File: src/common/pkt_stats_pkg.sv
// Widths, sizes and record types of the packet statistics engine
// Beat, counter result, checksum result and report structs

`default_nettype none

package pkt_stats_pkg;

    ////////////////////
    // Sizes

    // Byte lanes per beat
    localparam int data_bytes = 4;
    localparam int data_w     = data_bytes * 8;

    localparam int dest_w     = 2;
    localparam int num_dest   = 1 << dest_w;

    // Up to 4095 bytes per packet
    localparam int len_w      = 12;
    localparam int seq_w      = 8;
    localparam int csum_w     = 16;

    // Report queue
    localparam int fifo_depth   = 4;
    localparam int fifo_ptr_w   = $clog2(fifo_depth);
    // Entries kept free so that one report in flight always fits
    localparam int fifo_reserve = 2;

    ////////////////////
    // Records

    // One accepted input beat
    typedef struct packed {
        logic [data_w-1:0]     data;
        logic [data_bytes-1:0] keep;
        logic                  last;
        logic [dest_w-1:0]     dest;
    } beat_t;

    // Byte counter result
    typedef struct packed {
        logic [len_w-1:0] byte_len;
        logic             keep_err;
    } count_res_t;

    // Checksum result, not inverted
    typedef struct packed {
        logic [csum_w-1:0] csum;
    } sum_res_t;

    // One packet report, 39 bits
    typedef struct packed {
        logic [dest_w-1:0] dest;
        logic [seq_w-1:0]  seq;
        logic [len_w-1:0]  byte_len;
        logic [csum_w-1:0] csum;
        logic              keep_err;
    } report_t;

endpackage

`default_nettype wire

File: src/logic/byte_counter.sv
// Per-packet byte counter with keep pattern check

`default_nettype none
`timescale 1ns/1ps

module byte_counter (
    input  logic                      clk,
    input  logic                      arst_n,
    input  logic                      accept,
    input  pkt_stats_pkg::beat_t      beat,
    output logic                      done,
    output pkt_stats_pkg::count_res_t res
);

    ////////////////////
    // Helpers

    // Number of kept lanes, widened to the length width
    function automatic logic [pkt_stats_pkg::len_w-1:0] keep_bytes(
        input logic [pkt_stats_pkg::data_bytes-1:0] keep
    );
        logic [pkt_stats_pkg::len_w-1:0] cnt;
        cnt = '0;
        for (int i = 0; i < pkt_stats_pkg::data_bytes; i++) begin
            cnt = cnt + pkt_stats_pkg::len_w'(keep[i]);
        end
        return cnt;
    endfunction

    // Last beat keep must be non-zero and packed from lane 0
    function automatic logic last_keep_ok(
        input logic [pkt_stats_pkg::data_bytes-1:0] keep
    );
        logic [pkt_stats_pkg::data_bytes-1:0] nxt;
        nxt = keep + 1'b1;
        return (keep != '0) && ((keep & nxt) == '0);
    endfunction

    logic [pkt_stats_pkg::len_w-1:0] len_acc;
    logic                            err_acc;
    logic [pkt_stats_pkg::len_w-1:0] len_sum;
    logic                            beat_err;
    logic                            err_sum;

    always_comb begin
        len_sum  = len_acc + keep_bytes(beat.keep);
        // Middle beats carry all lanes
        beat_err = beat.last ? !last_keep_ok(beat.keep) : (beat.keep != '1);
        err_sum  = err_acc | beat_err;
    end

    ////////////////////
    // Running state

    always_ff @(posedge clk or negedge arst_n) begin
        if (!arst_n) begin
            len_acc <= '0;
            err_acc <= 1'b0;
            done    <= 1'b0;
        end else begin
            done <= accept && beat.last;
            if (accept) begin
                if (beat.last) begin
                    len_acc <= '0;
                    err_acc <= 1'b0;
                end else begin
                    len_acc <= len_sum;
                    err_acc <= err_sum;
                end
            end
        end
    end

    // Result held until the next packet closes
    always_ff @(posedge clk) begin
        if (accept && beat.last) begin
            res.byte_len <= len_sum;
            res.keep_err <= err_sum;
        end
    end

endmodule

`default_nettype wire

File: src/logic/sum16_accumulator.sv
// Ones' complement 16-bit checksum over kept byte lanes of each packet

`default_nettype none
`timescale 1ns/1ps

module sum16_accumulator (
    input  logic                    clk,
    input  logic                    arst_n,
    input  logic                    accept,
    input  pkt_stats_pkg::beat_t    beat,
    output logic                    done,
    output pkt_stats_pkg::sum_res_t res
);

    localparam int cw = pkt_stats_pkg::csum_w;

    logic [pkt_stats_pkg::data_w-1:0] masked;
    logic [cw-1:0]                    word_lo;
    logic [cw-1:0]                    word_hi;
    logic [cw+1:0]                    raw_sum;
    logic [cw:0]                      fold_1;
    logic [cw-1:0]                    sum_next;
    logic [cw-1:0]                    acc;

    ////////////////////
    // Lane masking and word forming

    always_comb begin
        for (int i = 0; i < pkt_stats_pkg::data_bytes; i++) begin
            masked[i*8 +: 8] = beat.keep[i] ? beat.data[i*8 +: 8] : 8'h00;
        end
        // Big-endian pairs, lane 0 is the high byte
        word_lo = {masked[7:0], masked[15:8]};
        word_hi = {masked[23:16], masked[31:24]};
    end

    // Three operands, then fold the carries back in twice
    always_comb begin
        raw_sum  = {2'b00, acc} + {2'b00, word_lo} + {2'b00, word_hi};
        fold_1   = {1'b0, raw_sum[cw-1:0]} + {{(cw-1){1'b0}}, raw_sum[cw+1:cw]};
        // A second carry leaves a tiny low part, so one more add ends it
        sum_next = fold_1[cw-1:0] + {{(cw-1){1'b0}}, fold_1[cw]};
    end

    ////////////////////
    // Running sum

    always_ff @(posedge clk or negedge arst_n) begin
        if (!arst_n) begin
            acc  <= '0;
            done <= 1'b0;
        end else begin
            done <= accept && beat.last;
            if (accept) begin
                acc <= beat.last ? '0 : sum_next;
            end
        end
    end

    always_ff @(posedge clk) begin
        if (accept && beat.last) begin
            res.csum <= sum_next;
        end
    end

endmodule

`default_nettype wire

File: src/report_merge/report_merge.sv
// Report merger: joins counter and checksum results with dest and sequence number
// Also drives input ready from the report queue occupancy

`default_nettype none
`timescale 1ns/1ps

module report_merge (
    input  logic                      clk,
    input  logic                      arst_n,
    input  logic                      accept,
    input  pkt_stats_pkg::beat_t      beat,
    input  logic                      cnt_done,
    input  pkt_stats_pkg::count_res_t cnt_res,
    input  logic                      sum_done,
    input  pkt_stats_pkg::sum_res_t   sum_res,
    input  logic [2:0]                fifo_count,
    output logic                      in_ready,
    output logic                      push,
    output pkt_stats_pkg::report_t    push_rpt
);

    localparam int nd = pkt_stats_pkg::num_dest;

    // Destination of the packet whose results are due next
    logic [pkt_stats_pkg::dest_w-1:0] dest_q;

    // One sequence counter per destination
    logic [pkt_stats_pkg::seq_w-1:0]  seq_q [nd];

    logic [2:0]                       fifo_free;

    ////////////////////
    // Destination capture

    // The last beat carries the packet destination
    always_ff @(posedge clk) begin
        if (accept && beat.last) begin
            dest_q <= beat.dest;
        end
    end

    ////////////////////
    // Report build

    // Both counters pulse in the same cycle
    assign push = cnt_done && sum_done;

    always_comb begin
        push_rpt.dest     = dest_q;
        push_rpt.seq      = seq_q[dest_q];
        push_rpt.byte_len = cnt_res.byte_len;
        push_rpt.csum     = sum_res.csum;
        push_rpt.keep_err = cnt_res.keep_err;
    end

    // Advance only the counter of the destination just reported
    always_ff @(posedge clk or negedge arst_n) begin
        if (!arst_n) begin
            for (int d = 0; d < nd; d++) begin
                seq_q[d] <= '0;
            end
        end else if (push) begin
            seq_q[dest_q] <= seq_q[dest_q] + 1'b1;
        end
    end

    ////////////////////
    // Input flow control

    // At most one report is between accept and push, so two free
    // entries are enough to absorb it
    always_comb begin
        fifo_free = 3'(pkt_stats_pkg::fifo_depth) - fifo_count;
        in_ready  = (fifo_free >= 3'(pkt_stats_pkg::fifo_reserve));
    end

endmodule

`default_nettype wire

File: src/report_merge/report_fifo.sv
// Four-entry report queue with occupancy count

`default_nettype none
`timescale 1ns/1ps

module report_fifo (
    input  logic                   clk,
    input  logic                   arst_n,
    input  logic                   push,
    input  pkt_stats_pkg::report_t push_rpt,
    output logic                   rpt_valid,
    input  logic                   rpt_ready,
    output pkt_stats_pkg::report_t rpt,
    output logic [2:0]             count
);

    logic [pkt_stats_pkg::fifo_ptr_w-1:0] wr_ptr;
    logic [pkt_stats_pkg::fifo_ptr_w-1:0] rd_ptr;
    logic                                 pop;

    pkt_stats_pkg::report_t mem [pkt_stats_pkg::fifo_depth];

    assign rpt_valid = (count != 3'd0);
    assign pop       = rpt_valid && rpt_ready;
    // Head entry shown directly
    assign rpt       = mem[rd_ptr];

    ////////////////////
    // Pointers and count

    // Pointers wrap on their own at a power-of-two depth
    always_ff @(posedge clk or negedge arst_n) begin
        if (!arst_n) begin
            wr_ptr <= '0;
            rd_ptr <= '0;
            count  <= 3'd0;
        end else begin
            if (push) begin
                wr_ptr <= wr_ptr + 1'b1;
            end
            if (pop) begin
                rd_ptr <= rd_ptr + 1'b1;
            end
            case ({push, pop})
                2'b10:   count <= count + 3'd1;
                2'b01:   count <= count - 3'd1;
                default: count <= count;
            endcase
        end
    end

    // Storage
    always_ff @(posedge clk) begin
        if (push) begin
            mem[wr_ptr] <= push_rpt;
        end
    end

endmodule

`default_nettype wire

File: src/logic/pkt_stats_top.sv
// Packet statistics engine top level
// Byte counter and checksum side by side, merged into a report queue

`default_nettype none
`timescale 1ns/1ps

module pkt_stats_top (
    input  logic                   clk,
    input  logic                   arst_n,
    input  logic                   in_valid,
    output logic                   in_ready,
    input  pkt_stats_pkg::beat_t   in_beat,
    output logic                   rpt_valid,
    input  logic                   rpt_ready,
    output pkt_stats_pkg::report_t rpt
);

    logic                      accept;
    logic                      cnt_done;
    logic                      sum_done;
    logic                      push;
    logic [2:0]                fifo_count;
    pkt_stats_pkg::count_res_t cnt_res;
    pkt_stats_pkg::sum_res_t   sum_res;
    pkt_stats_pkg::report_t    push_rpt;

    // Single accept strobe shared by all consumers
    assign accept = in_valid && in_ready;

    ////////////////////
    // Per-packet counters

    byte_counter byte_counter0 (
        .clk    (clk),
        .arst_n (arst_n),
        .accept (accept),
        .beat   (in_beat),
        .done   (cnt_done),
        .res    (cnt_res)
    );

    sum16_accumulator sum16_accumulator0 (
        .clk    (clk),
        .arst_n (arst_n),
        .accept (accept),
        .beat   (in_beat),
        .done   (sum_done),
        .res    (sum_res)
    );

    ////////////////////
    // Merge and queue

    report_merge report_merge0 (
        .clk        (clk),
        .arst_n     (arst_n),
        .accept     (accept),
        .beat       (in_beat),
        .cnt_done   (cnt_done),
        .cnt_res    (cnt_res),
        .sum_done   (sum_done),
        .sum_res    (sum_res),
        .fifo_count (fifo_count),
        .in_ready   (in_ready),
        .push       (push),
        .push_rpt   (push_rpt)
    );

    report_fifo report_fifo0 (
        .clk       (clk),
        .arst_n    (arst_n),
        .push      (push),
        .push_rpt  (push_rpt),
        .rpt_valid (rpt_valid),
        .rpt_ready (rpt_ready),
        .rpt       (rpt),
        .count     (fifo_count)
    );

endmodule

`default_nettype wire

File: config.mk
export PLATFORM = sky130hd
export DESIGN_NAME = pkt_stats_top
export DESIGN_NICKNAME = d
export VERILOG_FILES = /design/src/common/pkt_stats_pkg.sv /design/src/logic/byte_counter.sv /design/src/logic/sum16_accumulator.sv /design/src/report_merge/report_merge.sv /design/src/report_merge/report_fifo.sv /design/src/logic/pkt_stats_top.sv
export SDC_FILE = /design/constraint.sdc
export NUM_CORES = 1
export LEC_CHECK = 0
export CORE_UTILIZATION = 51
export CTS_CLUSTER_DIAMETER = 200
export DETAILED_ROUTE_END_ITERATION = 8
export DONT_BUFFER_PORTS = 1
export GPL_TIMING_DRIVEN = 0
export PLACE_DENSITY = 0.66
export SLEW_MARGIN = 30
export SYNTH_ARGS = -nofsm -noshare
export SYNTH_HDL_FRONTEND = slang
export SYNTH_HIERARCHICAL = 1
export SYNTH_SLANG_ARGS = --single-unit
File: constraint.sdc
create_clock -name clk -period 16.9 [get_ports clk]
set_clock_uncertainty 0.15 [all_clocks]
set_input_delay 3.38 -clock clk [delete_from_list [all_inputs] [get_ports clk]]
set_output_delay 3.38 -clock clk [all_outputs]
set_load 0.05 [all_outputs]
==> results.md <==
- Number of warnings issued by yosys: 6
- Leakage power: 5.51 nW
- Slack of the worst reg-to-reg path: 9560 ps
- Synth Area in Adders: 0.0645
- Synthesized Nets: 1,026
- Largest net degree at the start of global routing: 71
- Number of synthesized register bits: 257
- Clock tree sinks: 257
- Crit path from: in_beat[3]
- Initial DRC Count: 518
- Setup repair after global routing missed its margin: no
- Number of enable flip-flop cells after synthesis: 187
- Final Util: 0.576
- Placed cell area: 13,300 um2
- # Post-CTS Setup Buffers: 0
- Data required time of the critical path: 17,150 ps
- Number of maximum-capacitance violations: 0
- Number of levels the H-tree was split into: 1
- Path depth of the worst reg2reg path: 27
- Clock tree from TritonCTS: done
- Cell Area, Synth: 12,800 um2
- Number of antenna violations at the first check in global routing: 0
- Worst Setup Slack, final: 6620 ps
- Stages on worst setup path: 27
- Distinct cell type count after synthesis: 91
- Remaining antenna violation count: 0
- Number of hold violations in the final report: 0
- Post-route fraction of the period consumed by the critical path: 0.608
- Vias: 7,322
- CTS Root Buffer Type: clkbuf_16
- Core Box Area: 24,500 um2
- Synthesized-area fraction occupied by and/or/nand/nor cells: 0.0974
- Post-synth ARST share: 0.272
- Most frequently used flop master after synthesis: edfxtp_1
- Signal arrival time at the worst endpoint: 10,530 ps
- Crit path top cell by count: ha_1
- Area growth from synthesis to layout: 10.0%
- Number of gates given a new drive strength after cts: 0
- Detailed-router iteration count before antenna repair: 5
- Number of placement rows: 57
- Worst path buffer plus inverter count: 3
- Via count of the first global-routing pass: 7,467
- CP endpoint kind: flop
- Highest clock rate: 0.0973 GHz
- Complex-gate fraction of the synthesized area: 0.0824
- Slew Limit Headroom: 0.445
- Proportion of synthesized chip area in sequential cells: 0.574
- Slew at the pin with the worst max-slew slack: 825 ps
- Cell taking the most area after synthesis: edfxtp_1
- Area enclosed by the die boundary: 25,800 um2
- Worst Hold Launch: report_merge0/seq_q[12]
- DPL Wire Length: 17.6 mm
- Post-Place Cells: 1,254
- Pwr Total: 2.42 mW
- Wirelength per Cell: 19.4 um
- Later-pin clock latency in the skew report: 510 ps
- Count of hold buffers inserted by post-cts repair: 0
- Kind of cell adding the most delay to the critical path: simple AND/OR/NAND/NOR gates
- Worst flop-to-flop path endpoint: sum16_accumulator0/acc[14]
- Nets@finish: 1,053
- Cell with the most instances after synthesis: edfxtp_1
- Area used by multi-input combinational logic: 4740 um2
- Area occupied by registers: 7370 um2
- Die H: 161 um
- Remaining global-route overflow: 0
- Layout filler cell count: 2,000
- Average instance area after synthesis: 13.8 um2
- Cell area power density: 172 nW/um2
- Termination of the worst setup path: sum16_accumulator0/acc[14]
- Routability-driven placement congestion ratio: 0.859
- Clock buffer count from CTS: 25
- Min-Delay Path Class: reg -> reg
- Combinational family with the most area after synthesis: simple AND/OR/NAND/NOR gates
- Top fanout value on the critical path: 8
- Global-route wire length before repair: 40.9 mm
- Starting density of the core: 0.524
- Largest incremental delay on the critical path: 650 ps
- Via density: 5.64
- Most frequent cells after synthesis: edfxtp_1 (187), nand2_1 (95), dfrtp_1 (70)
- Top post-synthesis cells by area: edfxtp_1 (44%), dfrtp_1 (14%), mux4_2 (7.9%), fa_1 (3.4%), ha_1 (3.0%)
- Post-route setup TNS: 0 ps
- Fraction of synthesized cell area taken by the top area cell type: 0.437
- DRC violation count after routing: 0
- Input/output buffers: 0
- Final design instance area without fill: 14,100 um2
- Antenna cell count: 0
- Worst setup slack after placement: 6060 ps
- Worst hold slack: 324 ps
- Status: finished, final reports clean
- Post-route non-filler standard cell count: 1,299
- Cell count after synthesis: 930
- Floorplan die width: 161 um
- Overall Global Routing Usage: 0.203
- XOR/XNOR share of the synthesized area: 0.0378
- Share of cells above drive strength 1: 0.176
- Peak supply drop: 0.0813 mV
- Setup violation total in the final timing report: 0
- Number of primary I/O pins: 84
- Reg-to-reg critical path startpoint: sum16_accumulator0/acc[6]
- Setup CP Type: in -> reg
- Final worst path period need: 10,280 ps
- Final max-slew violation count: 0
- Worst-case clock buffer depth: 3
- CP max stage cell: a311oi_1
- Total routed wirelength: 25.2 mm
- Clock input transition at the sequential cells of the worst setup and hold paths: 60 ps
- Kind of start point of the critical path: input pin
- Multiplexer fraction of the synthesized cell area: 0.0863
## how the worst min path moves through the flow
stage,slack [ps],to,depth (start not counted)
floorplan,290,report_merge0/seq_q[17],2
global placement,310,report_merge0/seq_q[26],2
detailed placement,310,report_merge0/seq_q[25],2
CTS,330,report_merge0/seq_q[25],2
global route,360,byte_counter0/err_acc,2
finish,320,report_merge0/seq_q[12],2
## placed cells by master, fill, tap and decap left out, types with 27 or more instances in the layout
master	Yosys	routed
dfrtp_1	70	70
inv_1	66	66
xnor2_1	27	27
o21ai_0	38	38
nand2_1	95	95
buf_4	30	30
ha_1	31	31
edfxtp_1	187	187
nor2_1	32	32
mux4_2	45	45
## state kept, by name, summed over array words and instances (netlist names)
| signal | count |
|---|---|
| sum16_accumulator0/done | 1 |
| byte_counter0/res | 13 |
| report_fifo0/rd_ptr | 2 |
| report_fifo0/mem | 156 |
| byte_counter0/done | 1 |
| sum16_accumulator0/res | 16 |
| report_merge0/dest_q | 2 |
| sum16_accumulator0/acc | 16 |
| byte_counter0/len_acc | 12 |
| report_fifo0/count | 3 |
| report_fifo0/wr_ptr | 2 |
| report_merge0/seq_q | 32 |
| byte_counter0/err_acc | 1 |
## cell families (layout without fill, tap and decap cells)
kind of cell | after synthesis | in the layout
flip-flops | 257 | 257
AO/OA/AOI/OAI | 147 | 147
XOR/XNOR | 53 | 53
AND/OR/NAND/NOR | 236 | 236
adder cells (fa/ha/maj) | 53 | 53
buffers and inverters | 133 | 178
multiplexers | 51 | 51
## cell type report
type / count / area share
plain buffers: 66 / 0.0350
well taps: 324 / 0.0287
clock inverters: 13 / 0.0134
clock buffers: 32 / 0.0483
flip-flops and latches: 257 / 0.521
multi-input cells: 540 / 0.336
inverters: 67 / 0.0178
## report_power, final
| group | leakage (nW) | internal, mW | switching [mW] |
|---|---|---|---|
| combinational | 2.47 | 0.347 | 0.655 |
| sequential | 2.62 | 0.803 | 0.0398 |
| clock | 0.426 | 0.360 | 0.219 |
## worst min-delay path: cells and delay by family (launching register included)
| family | cells | cell delay [ps] |
|---|---|---|
| AOI/OAI and AO/OA | 1 | 60 |
| and+or+nand+nor | 1 | 40 |
| DFF | 1 | 340 |
## per-layer routing
layer | track usage | share of wire
met5 | 0 | 0
met2 | 0.347 | 0.50
met3 | 0.0305 | 0.050
met4 | 0.0459 | 0.016
met1 | 0.275 | 0.43
No activity file was read; power rests on OpenSTA's default activity.
